--- src/verilog/rssPkg.sv ---
package rssPkg;

  localparam int SAMPLE_W = 16;
  localparam int SUM_W = 40;  // holds up to 1023 full-scale squares.
  localparam int ROOT_W = 20;  // floor root of a SUM_W-bit value.
  localparam int TAG_W = 8;

  // raw input sample in two's complement.
  typedef logic signed [SAMPLE_W-1:0] sample_t;

  // one finished window sum with its sequence tag.
  typedef struct packed {
    logic [SUM_W-1:0] sum;
    logic [TAG_W-1:0] tag;
  } energyRec_t;

  // root of one window sum with the tag carried over unchanged.
  typedef struct packed {
    logic [ROOT_W-1:0] root;
    logic [TAG_W-1:0] tag;
  } rssRec_t;

endpackage
--- src/verilog/energyAccum.sv ---
`timescale 1ns/1ps

module energyAccum #(
  parameter int WINDOW = 256
) (
  input  logic                clk,
  input  logic                rstN,
  input  logic                sampleVld,
  input  rssPkg::sample_t     sample,
  output logic                recVld,
  output rssPkg::energyRec_t  rec
);

  import rssPkg::*;

  localparam int CNT_W = (WINDOW > 1) ? $clog2(WINDOW) : 1;

  // a window longer than 1023 full-scale samples would wrap the sum.
  if (WINDOW < 1 || WINDOW > 1023) begin : gBadWindow
    $error("energyAccum: WINDOW must be in 1..1023, got %0d", WINDOW);
  end

  logic [2*SAMPLE_W-1:0] square;
  logic [SUM_W-1:0]      sum;
  logic [SUM_W-1:0]      sumNext;
  logic [CNT_W-1:0]      cnt;
  logic [TAG_W-1:0]      tag;
  logic                  lastSample;

  // both operands are sign-extended first, so the product is the exact square.
  assign square = (2*SAMPLE_W)'(sample) * (2*SAMPLE_W)'(sample);  // at most 2**30.

  assign sumNext = sum + SUM_W'(square);

  assign lastSample = sampleVld && (cnt == CNT_W'(WINDOW - 1));

  always_ff @(posedge clk) begin
    if (!rstN) begin
      sum <= '0;
      cnt <= '0;
      tag <= '0;
      recVld <= 1'b0;
    end else begin
      recVld <= lastSample;
      if (sampleVld) begin
        if (lastSample) begin
          sum <= '0;  // next window starts clean in the same edge.
          cnt <= '0;
          tag <= tag + 1'b1;  // wraps after 256 windows.
        end else begin
          sum <= sumNext;
          cnt <= cnt + 1'b1;
        end
      end
    end
  end

  // the finished record is only loaded at a window end.
  always_ff @(posedge clk) begin
    if (lastSample) begin
      rec.sum <= sumNext;
      rec.tag <= tag;
    end
  end

endmodule

--- src/verilog/energyFifo.sv ---
`timescale 1ns/1ps

module energyFifo #(
  parameter int FIFO_DEPTH = 8
) (
  input  logic                        clk,
  input  logic                        rstN,
  input  logic                        recVld,
  input  rssPkg::energyRec_t          rec,
  input  logic                        en,
  output logic                        rootVld,
  output rssPkg::energyRec_t          rootIn,
  output logic                        overflow,
  output logic [rssPkg::TAG_W-1:0]    dropCount
);

  import rssPkg::*;

  localparam int PTR_W = $clog2(FIFO_DEPTH);

  if (FIFO_DEPTH < 2 || (FIFO_DEPTH & (FIFO_DEPTH - 1)) != 0) begin : gBadDepth
    $error("energyFifo: FIFO_DEPTH must be a power of two >= 2, got %0d", FIFO_DEPTH);
  end

  energyRec_t       mem [FIFO_DEPTH];
  logic [PTR_W-1:0] wrPtr;
  logic [PTR_W-1:0] rdPtr;
  logic [PTR_W:0]   count;
  logic             full;
  logic             empty;
  logic             push;
  logic             pop;
  logic             rootVldQ;

  assign full = (count == (PTR_W+1)'(FIFO_DEPTH));
  assign empty = (count == '0);
  assign push = recVld && !full;  // a record arriving when full is lost.
  assign pop = en && !empty;

  // the head register only moves on en edges, so a popped entry waits there
  // through a stall and is taken by the root unit on the next en-high edge.
  assign rootVld = rootVldQ && en;

  always_ff @(posedge clk) begin
    if (push) begin
      mem[wrPtr] <= rec;
    end
  end

  always_ff @(posedge clk) begin
    if (pop) begin
      rootIn <= mem[rdPtr];
    end
  end

  always_ff @(posedge clk) begin
    if (!rstN) begin
      wrPtr <= '0;
      rdPtr <= '0;
      count <= '0;
      rootVldQ <= 1'b0;
      overflow <= 1'b0;
      dropCount <= '0;
    end else begin
      if (push) begin
        wrPtr <= wrPtr + 1'b1;  // depth is a power of two, so it wraps itself.
      end
      if (pop) begin
        rdPtr <= rdPtr + 1'b1;
      end
      case ({push, pop})
        2'b10: count <= count + 1'b1;
        2'b01: count <= count - 1'b1;
        default: count <= count;
      endcase
      if (en) begin
        rootVldQ <= pop;
      end
      if (recVld && full) begin
        overflow <= 1'b1;
        if (dropCount != '1) begin
          dropCount <= dropCount + 1'b1;  // Saturates at all ones.
        end
      end
    end
  end

endmodule

--- src/verilog/isqrtPipe.sv ---
`timescale 1ns/1ps

module isqrtPipe (
  input  logic                clk,
  input  logic                rstN,
  input  logic                en,
  input  logic                rootVld,
  input  rssPkg::energyRec_t  rootIn,
  output logic                outVld,
  output rssPkg::rssRec_t     result
);

  import rssPkg::*;

  localparam int STAGES = 4;  // register groups holding partial roots.
  localparam int BITS_PER = ROOT_W / STAGES;  // root bits resolved per stage.

  // state of one root in flight.
  typedef struct packed {
    logic [SUM_W-1:0]  operand;
    logic [ROOT_W-1:0] root;
    logic [SUM_W-1:0]  sq;
    logic [TAG_W-1:0]  tag;
  } stage_t;

  // resolves BITS_PER root bits from bit hi downward.
  // a bit is kept when (root + 2**b)**2 = sq + 2**(2b) + root * 2**(b+1)
  // still fits under the operand.
  function automatic stage_t rootBits(stage_t s, int hi);
    stage_t           r;
    logic [SUM_W-1:0] trial;
    int               b;
    r = s;
    for (int i = 0; i < BITS_PER; i++) begin
      b = hi - i;
      trial = r.sq + (SUM_W'(1) << (2 * b)) + (SUM_W'(r.root) << (b + 1));
      if (trial <= r.operand) begin
        r.sq = trial;
        r.root = r.root | (ROOT_W'(1) << b);
      end
    end
    return r;
  endfunction

  stage_t             pipe [STAGES];
  stage_t             lastStep;
  logic [STAGES-1:0]  vld;

  assign lastStep = rootBits(pipe[STAGES-1], BITS_PER - 1);

  // payload registers. pipe[0] is the input register and pipe[k] holds the
  // partial root after bit ROOT_W - BITS_PER*k.
  always_ff @(posedge clk) begin
    if (en) begin
      pipe[0].operand <= rootIn.sum;
      pipe[0].root <= '0;
      pipe[0].sq <= '0;  // the first step starts from a zero square.
      pipe[0].tag <= rootIn.tag;
      for (int k = 1; k < STAGES; k++) begin
        pipe[k] <= rootBits(pipe[k-1], ROOT_W - 1 - BITS_PER * (k - 1));
      end
      result.root <= lastStep.root;
      result.tag <= lastStep.tag;
    end
  end

  always_ff @(posedge clk) begin
    if (!rstN) begin
      vld <= '0;
      outVld <= 1'b0;
    end else if (en) begin
      vld <= {vld[STAGES-2:0], rootVld};
      outVld <= vld[STAGES-1];  // held while en is low just like the data.
    end
  end

endmodule

--- src/verilog/rssMeter.sv ---
`timescale 1ns/1ps

module rssMeter #(
  parameter int WINDOW = 256,
  parameter int FIFO_DEPTH = 8
) (
  input  logic                      clk,
  input  logic                      rstN,
  input  logic                      sampleVld,
  input  rssPkg::sample_t           sample,
  input  logic                      en,
  output logic                      outVld,
  output rssPkg::rssRec_t           result,
  output logic                      overflow,
  output logic [rssPkg::TAG_W-1:0]  dropCount
);

  import rssPkg::*;

  logic       recVld;
  energyRec_t rec;
  logic       rootVld;
  energyRec_t rootIn;

  energyAccum #(
    .WINDOW(WINDOW)
  ) energyAccum_inst (
    .clk(clk),
    .rstN(rstN),
    .sampleVld(sampleVld),
    .sample(sample),
    .recVld(recVld),
    .rec(rec)
  );

  // this buffer absorbs the windows that finish while en is low.
  energyFifo #(
    .FIFO_DEPTH(FIFO_DEPTH)
  ) energyFifo_inst (
    .clk(clk),
    .rstN(rstN),
    .recVld(recVld),
    .rec(rec),
    .en(en),
    .rootVld(rootVld),
    .rootIn(rootIn),
    .overflow(overflow),
    .dropCount(dropCount)
  );

  isqrtPipe isqrtPipe_inst (
    .clk(clk),
    .rstN(rstN),
    .en(en),
    .rootVld(rootVld),
    .rootIn(rootIn),
    .outVld(outVld),
    .result(result)
  );

endmodule

--- config.mk ---
export PLATFORM = sky130hd
export DESIGN_NAME = rssMeter
export DESIGN_NICKNAME = d
export VERILOG_FILES = /design/src/verilog/rssPkg.sv /design/src/verilog/energyAccum.sv /design/src/verilog/energyFifo.sv /design/src/verilog/isqrtPipe.sv /design/src/verilog/rssMeter.sv
export SDC_FILE = /design/constraint.sdc
export NUM_CORES = 2
export LEC_CHECK = 0
export ABC_AREA = 1
export BUFFER_PORTS_ARGS = -buffer_cell sky130_fd_sc_hd__buf_4
export CORE_MARGIN = 3
export CORE_UTILIZATION = 41
export DETAILED_ROUTE_END_ITERATION = 16
export PLACE_DENSITY = 0.65
export SETUP_SLACK_MARGIN = 0.4
export SLEW_MARGIN = 0
export SYNTH_ARGS = -nofsm -noshare
export SYNTH_HDL_FRONTEND = slang
export SYNTH_SLANG_ARGS = --single-unit
--- constraint.sdc ---
create_clock -name clk -period 33.1 [get_ports clk]
set_clock_uncertainty 0.1 [all_clocks]
set_input_delay 3.31 -clock clk [delete_from_list [all_inputs] [get_ports clk]]
set_output_delay 3.31 -clock clk [all_outputs]
set_load 0.03 [all_outputs]
==> impl_metrics.ini <==
[synth]
synth_area_mm2 = 0.0664
synthFlopType = edfxtp_1
yosysWarningCount = 0
synth_cells = 7680
ys_ff_latch = 869
synth_cell_types = 79
postSynthAreaPerCell_um2 = 8.65
synth_edf_count = 787
ys_seq_area_share_pct = 38.0
async_flop_share_pct = 0
synthesis.nets = 8621

[critical_path]
path_max_fanout = 41
worstPathRequired_ps = 33400
crit_path_end_kind = register
reg2reg_from = isqrtPipe_inst.pipe[2][58]
crit_slowest_cell = clkinv_1
ff2ff_path_depth = 135
critPathKind = reg -> reg
cp_common_cell = nand2_1
cpPeakStageDelay_ps = 940
cp-start-kind = register
crit_start = isqrtPipe_inst.pipe[2][58]
arrival_ps = 26130

[grt]
grtUsageTotal_pct = 22.6
grt_pass1_vias = 50466
overflow = 0
grt_antenna_before_repair = 7
grt_pass1_wl_mm = 294
grt_max_degree = 118

[floorplan]
rows = 147
core_mm2 = 0.161
io_pins = 58
die_h_um = 409
initial_core_util_pct = 41.3
die_area_mm2 = 0.167
die_w_um = 409

[cts]
cts.sinks = 869
tritoncts.num_buffers = 88
clock-root-buffer = clkbuf_16
htreeDepth = 3
postCtsHoldBufs = 0
path_clk_slew_ps = 70
cts_tree = built
clkLatencyLatePin_ps = 670
cts_repair_resize_count = 0
postCtsSetupRepairBufs = 0
clockBufferDepth = 3

[sta]
slew_headroom_pct = 20.4
finalCriticalPeriod_ps = 25830
drv_slew = 0
setup_tns_ps = 0
setup_viol = 0
fmax_ghz = 0.0387
min_period_over_period_pct = 78.0
report.final.hold_viol_count = 0
tightest_slew_ps = 1190
rsz0062_at_grt = no

[detailed_routing]
drt_pass1_iterations = 6
drc = 0
num_vias = 52705
routed_wl_mm = 193
dr.first_iter.drc_count = 3821
post_drt_wl_per_cell_um = 19.5
vias_per_cell = 5.32
drtAntennaViolNets = 0

[final_layout]
finalNetCount = 8621
drive_gt1_share_pct = 6.40
fillers = 15668
final_cells = 9914
final_cell_mix = nand2_1, inv_1, edfxtp_1, nor2_1, ha_1
mostFrequentLayoutCell = nand2_1
area_growth_pct = 8.44

[hold_path]
worstHoldStart = energyFifo_inst.rootIn[47]
holdPathStages = 0
hp-class = reg -> reg

[placed_design]
port_buffers = 57
dpl.hpwl_mm = 146
gp_congestion = 0.972
placedCellCount = 9750

[flow_run]
drv_cap = 0

[run_status]
status = complete, no violations
[routing by layer]
metal  global-route usage (%)  vias up  share of wire, %
met5                        0        -                 0
li1                         -    25784                 -
met1                     29.5    25168                43
met2                     39.0     1438                49
met4                     7.81        0               3.7
met3                     2.19      315               5.0
[registers in the layout (all words and copies together), names as in the netlist]
signal                     count
energyAccum_inst.cnt           8
energyAccum_inst.rec          48
energyAccum_inst.recVld        1
energyAccum_inst.sum          40
energyAccum_inst.tag           8
energyFifo_inst.count          4
energyFifo_inst.dropCount      8
energyFifo_inst.mem          384
energyFifo_inst.overflow       1
energyFifo_inst.rdPtr          3
energyFifo_inst.rootIn        48
energyFifo_inst.rootVldQ       1
energyFifo_inst.wrPtr          3
isqrtPipe_inst.outVld          1
isqrtPipe_inst.pipe          279
isqrtPipe_inst.result         28
isqrtPipe_inst.vld             4
[final timing paths]
check                           slack [ps]                     endpoint
worst max-delay path                  7270   isqrtPipe_inst.pipe[3][22]
worst min-delay path                   310  isqrtPipe_inst.pipe[0][107]
worst max register to register        7270   isqrtPipe_inst.pipe[3][22]
worst min register to register         310  isqrtPipe_inst.pipe[0][107]
[layout make-up]
class                           instances  area, um^2  area share (%)
Multi-Input combinational cell       5582       36500            50.7
Antenna cell                            1        2.50         0.00347
Inverter                             1047        3940            5.47
Clock buffer                          101        2270            3.15
Tap cell                             2160        2700            3.75
Clock inverter                         62         641           0.889
Sequential cell                       869       25300            35.1
Timing Repair Buffer                   92         711           0.986
[cells in the mapped netlist (81+ instances only)]
master	count	share of area (%)
a21oi_1	445	3.4
inv_1	1006	5.7
xor2_1	203	2.7
fa_1	241	7.3
clkbuf_1	134	0.76
nor2_1	720	4.1
nand2_1	1678	9.5
nand3_1	315	2.4
nand4_1	112	1.1
xnor2_1	81	1.1
dfxtp_1	82	2.5
edfxtp_1	787	36
ha_1	680	13
o21ai_0	416	3.1
a31oi_1	122	1.1
[through the flow]
step | hold WS, ps | area, um^2 | setup WS [ps] | utilization (%)
after floorplan | 300 | 66400 | 12300 | -
after global placement | 302 | 69100 | 8140 | 43.0
after detailed placement | 305 | 69100 | 7940 | 43.0
after CTS | 307 | 72100 | 7790 | 44.8
after global routing | 318 | 72100 | 4960 | 44.8
final | 311 | 72100 | 7270 | 44.8
[critical path, delay by kind of cell (launching register included)]
| family | cells | cell delay [ps] |
|---|---|---|
| fa+ha+maj | 11 | 3490 |
| compound gates | 24 | 5130 |
| simple gates | 80 | 11560 |
| flops | 1 | 790 |
| xor+xnor | 2 | 390 |
| buf+inv | 18 | 4050 |
[cells by family after synthesis]
family / Yosys count / share of synthesized area (%)
buffers and inverters: 1229 / 7.16
xor gates and xnor gates: 289 / 3.87
adders and majority gates: 921 / 20.1
and+or+nand+nor: 3155 / 20.7
AOI/OAI and AO/OA: 1217 / 10.2
DFF: 869 / 38.0
Power is not shown: default switching activity piles up to over one toggle a cycle in this logic, so the estimate is an artifact.
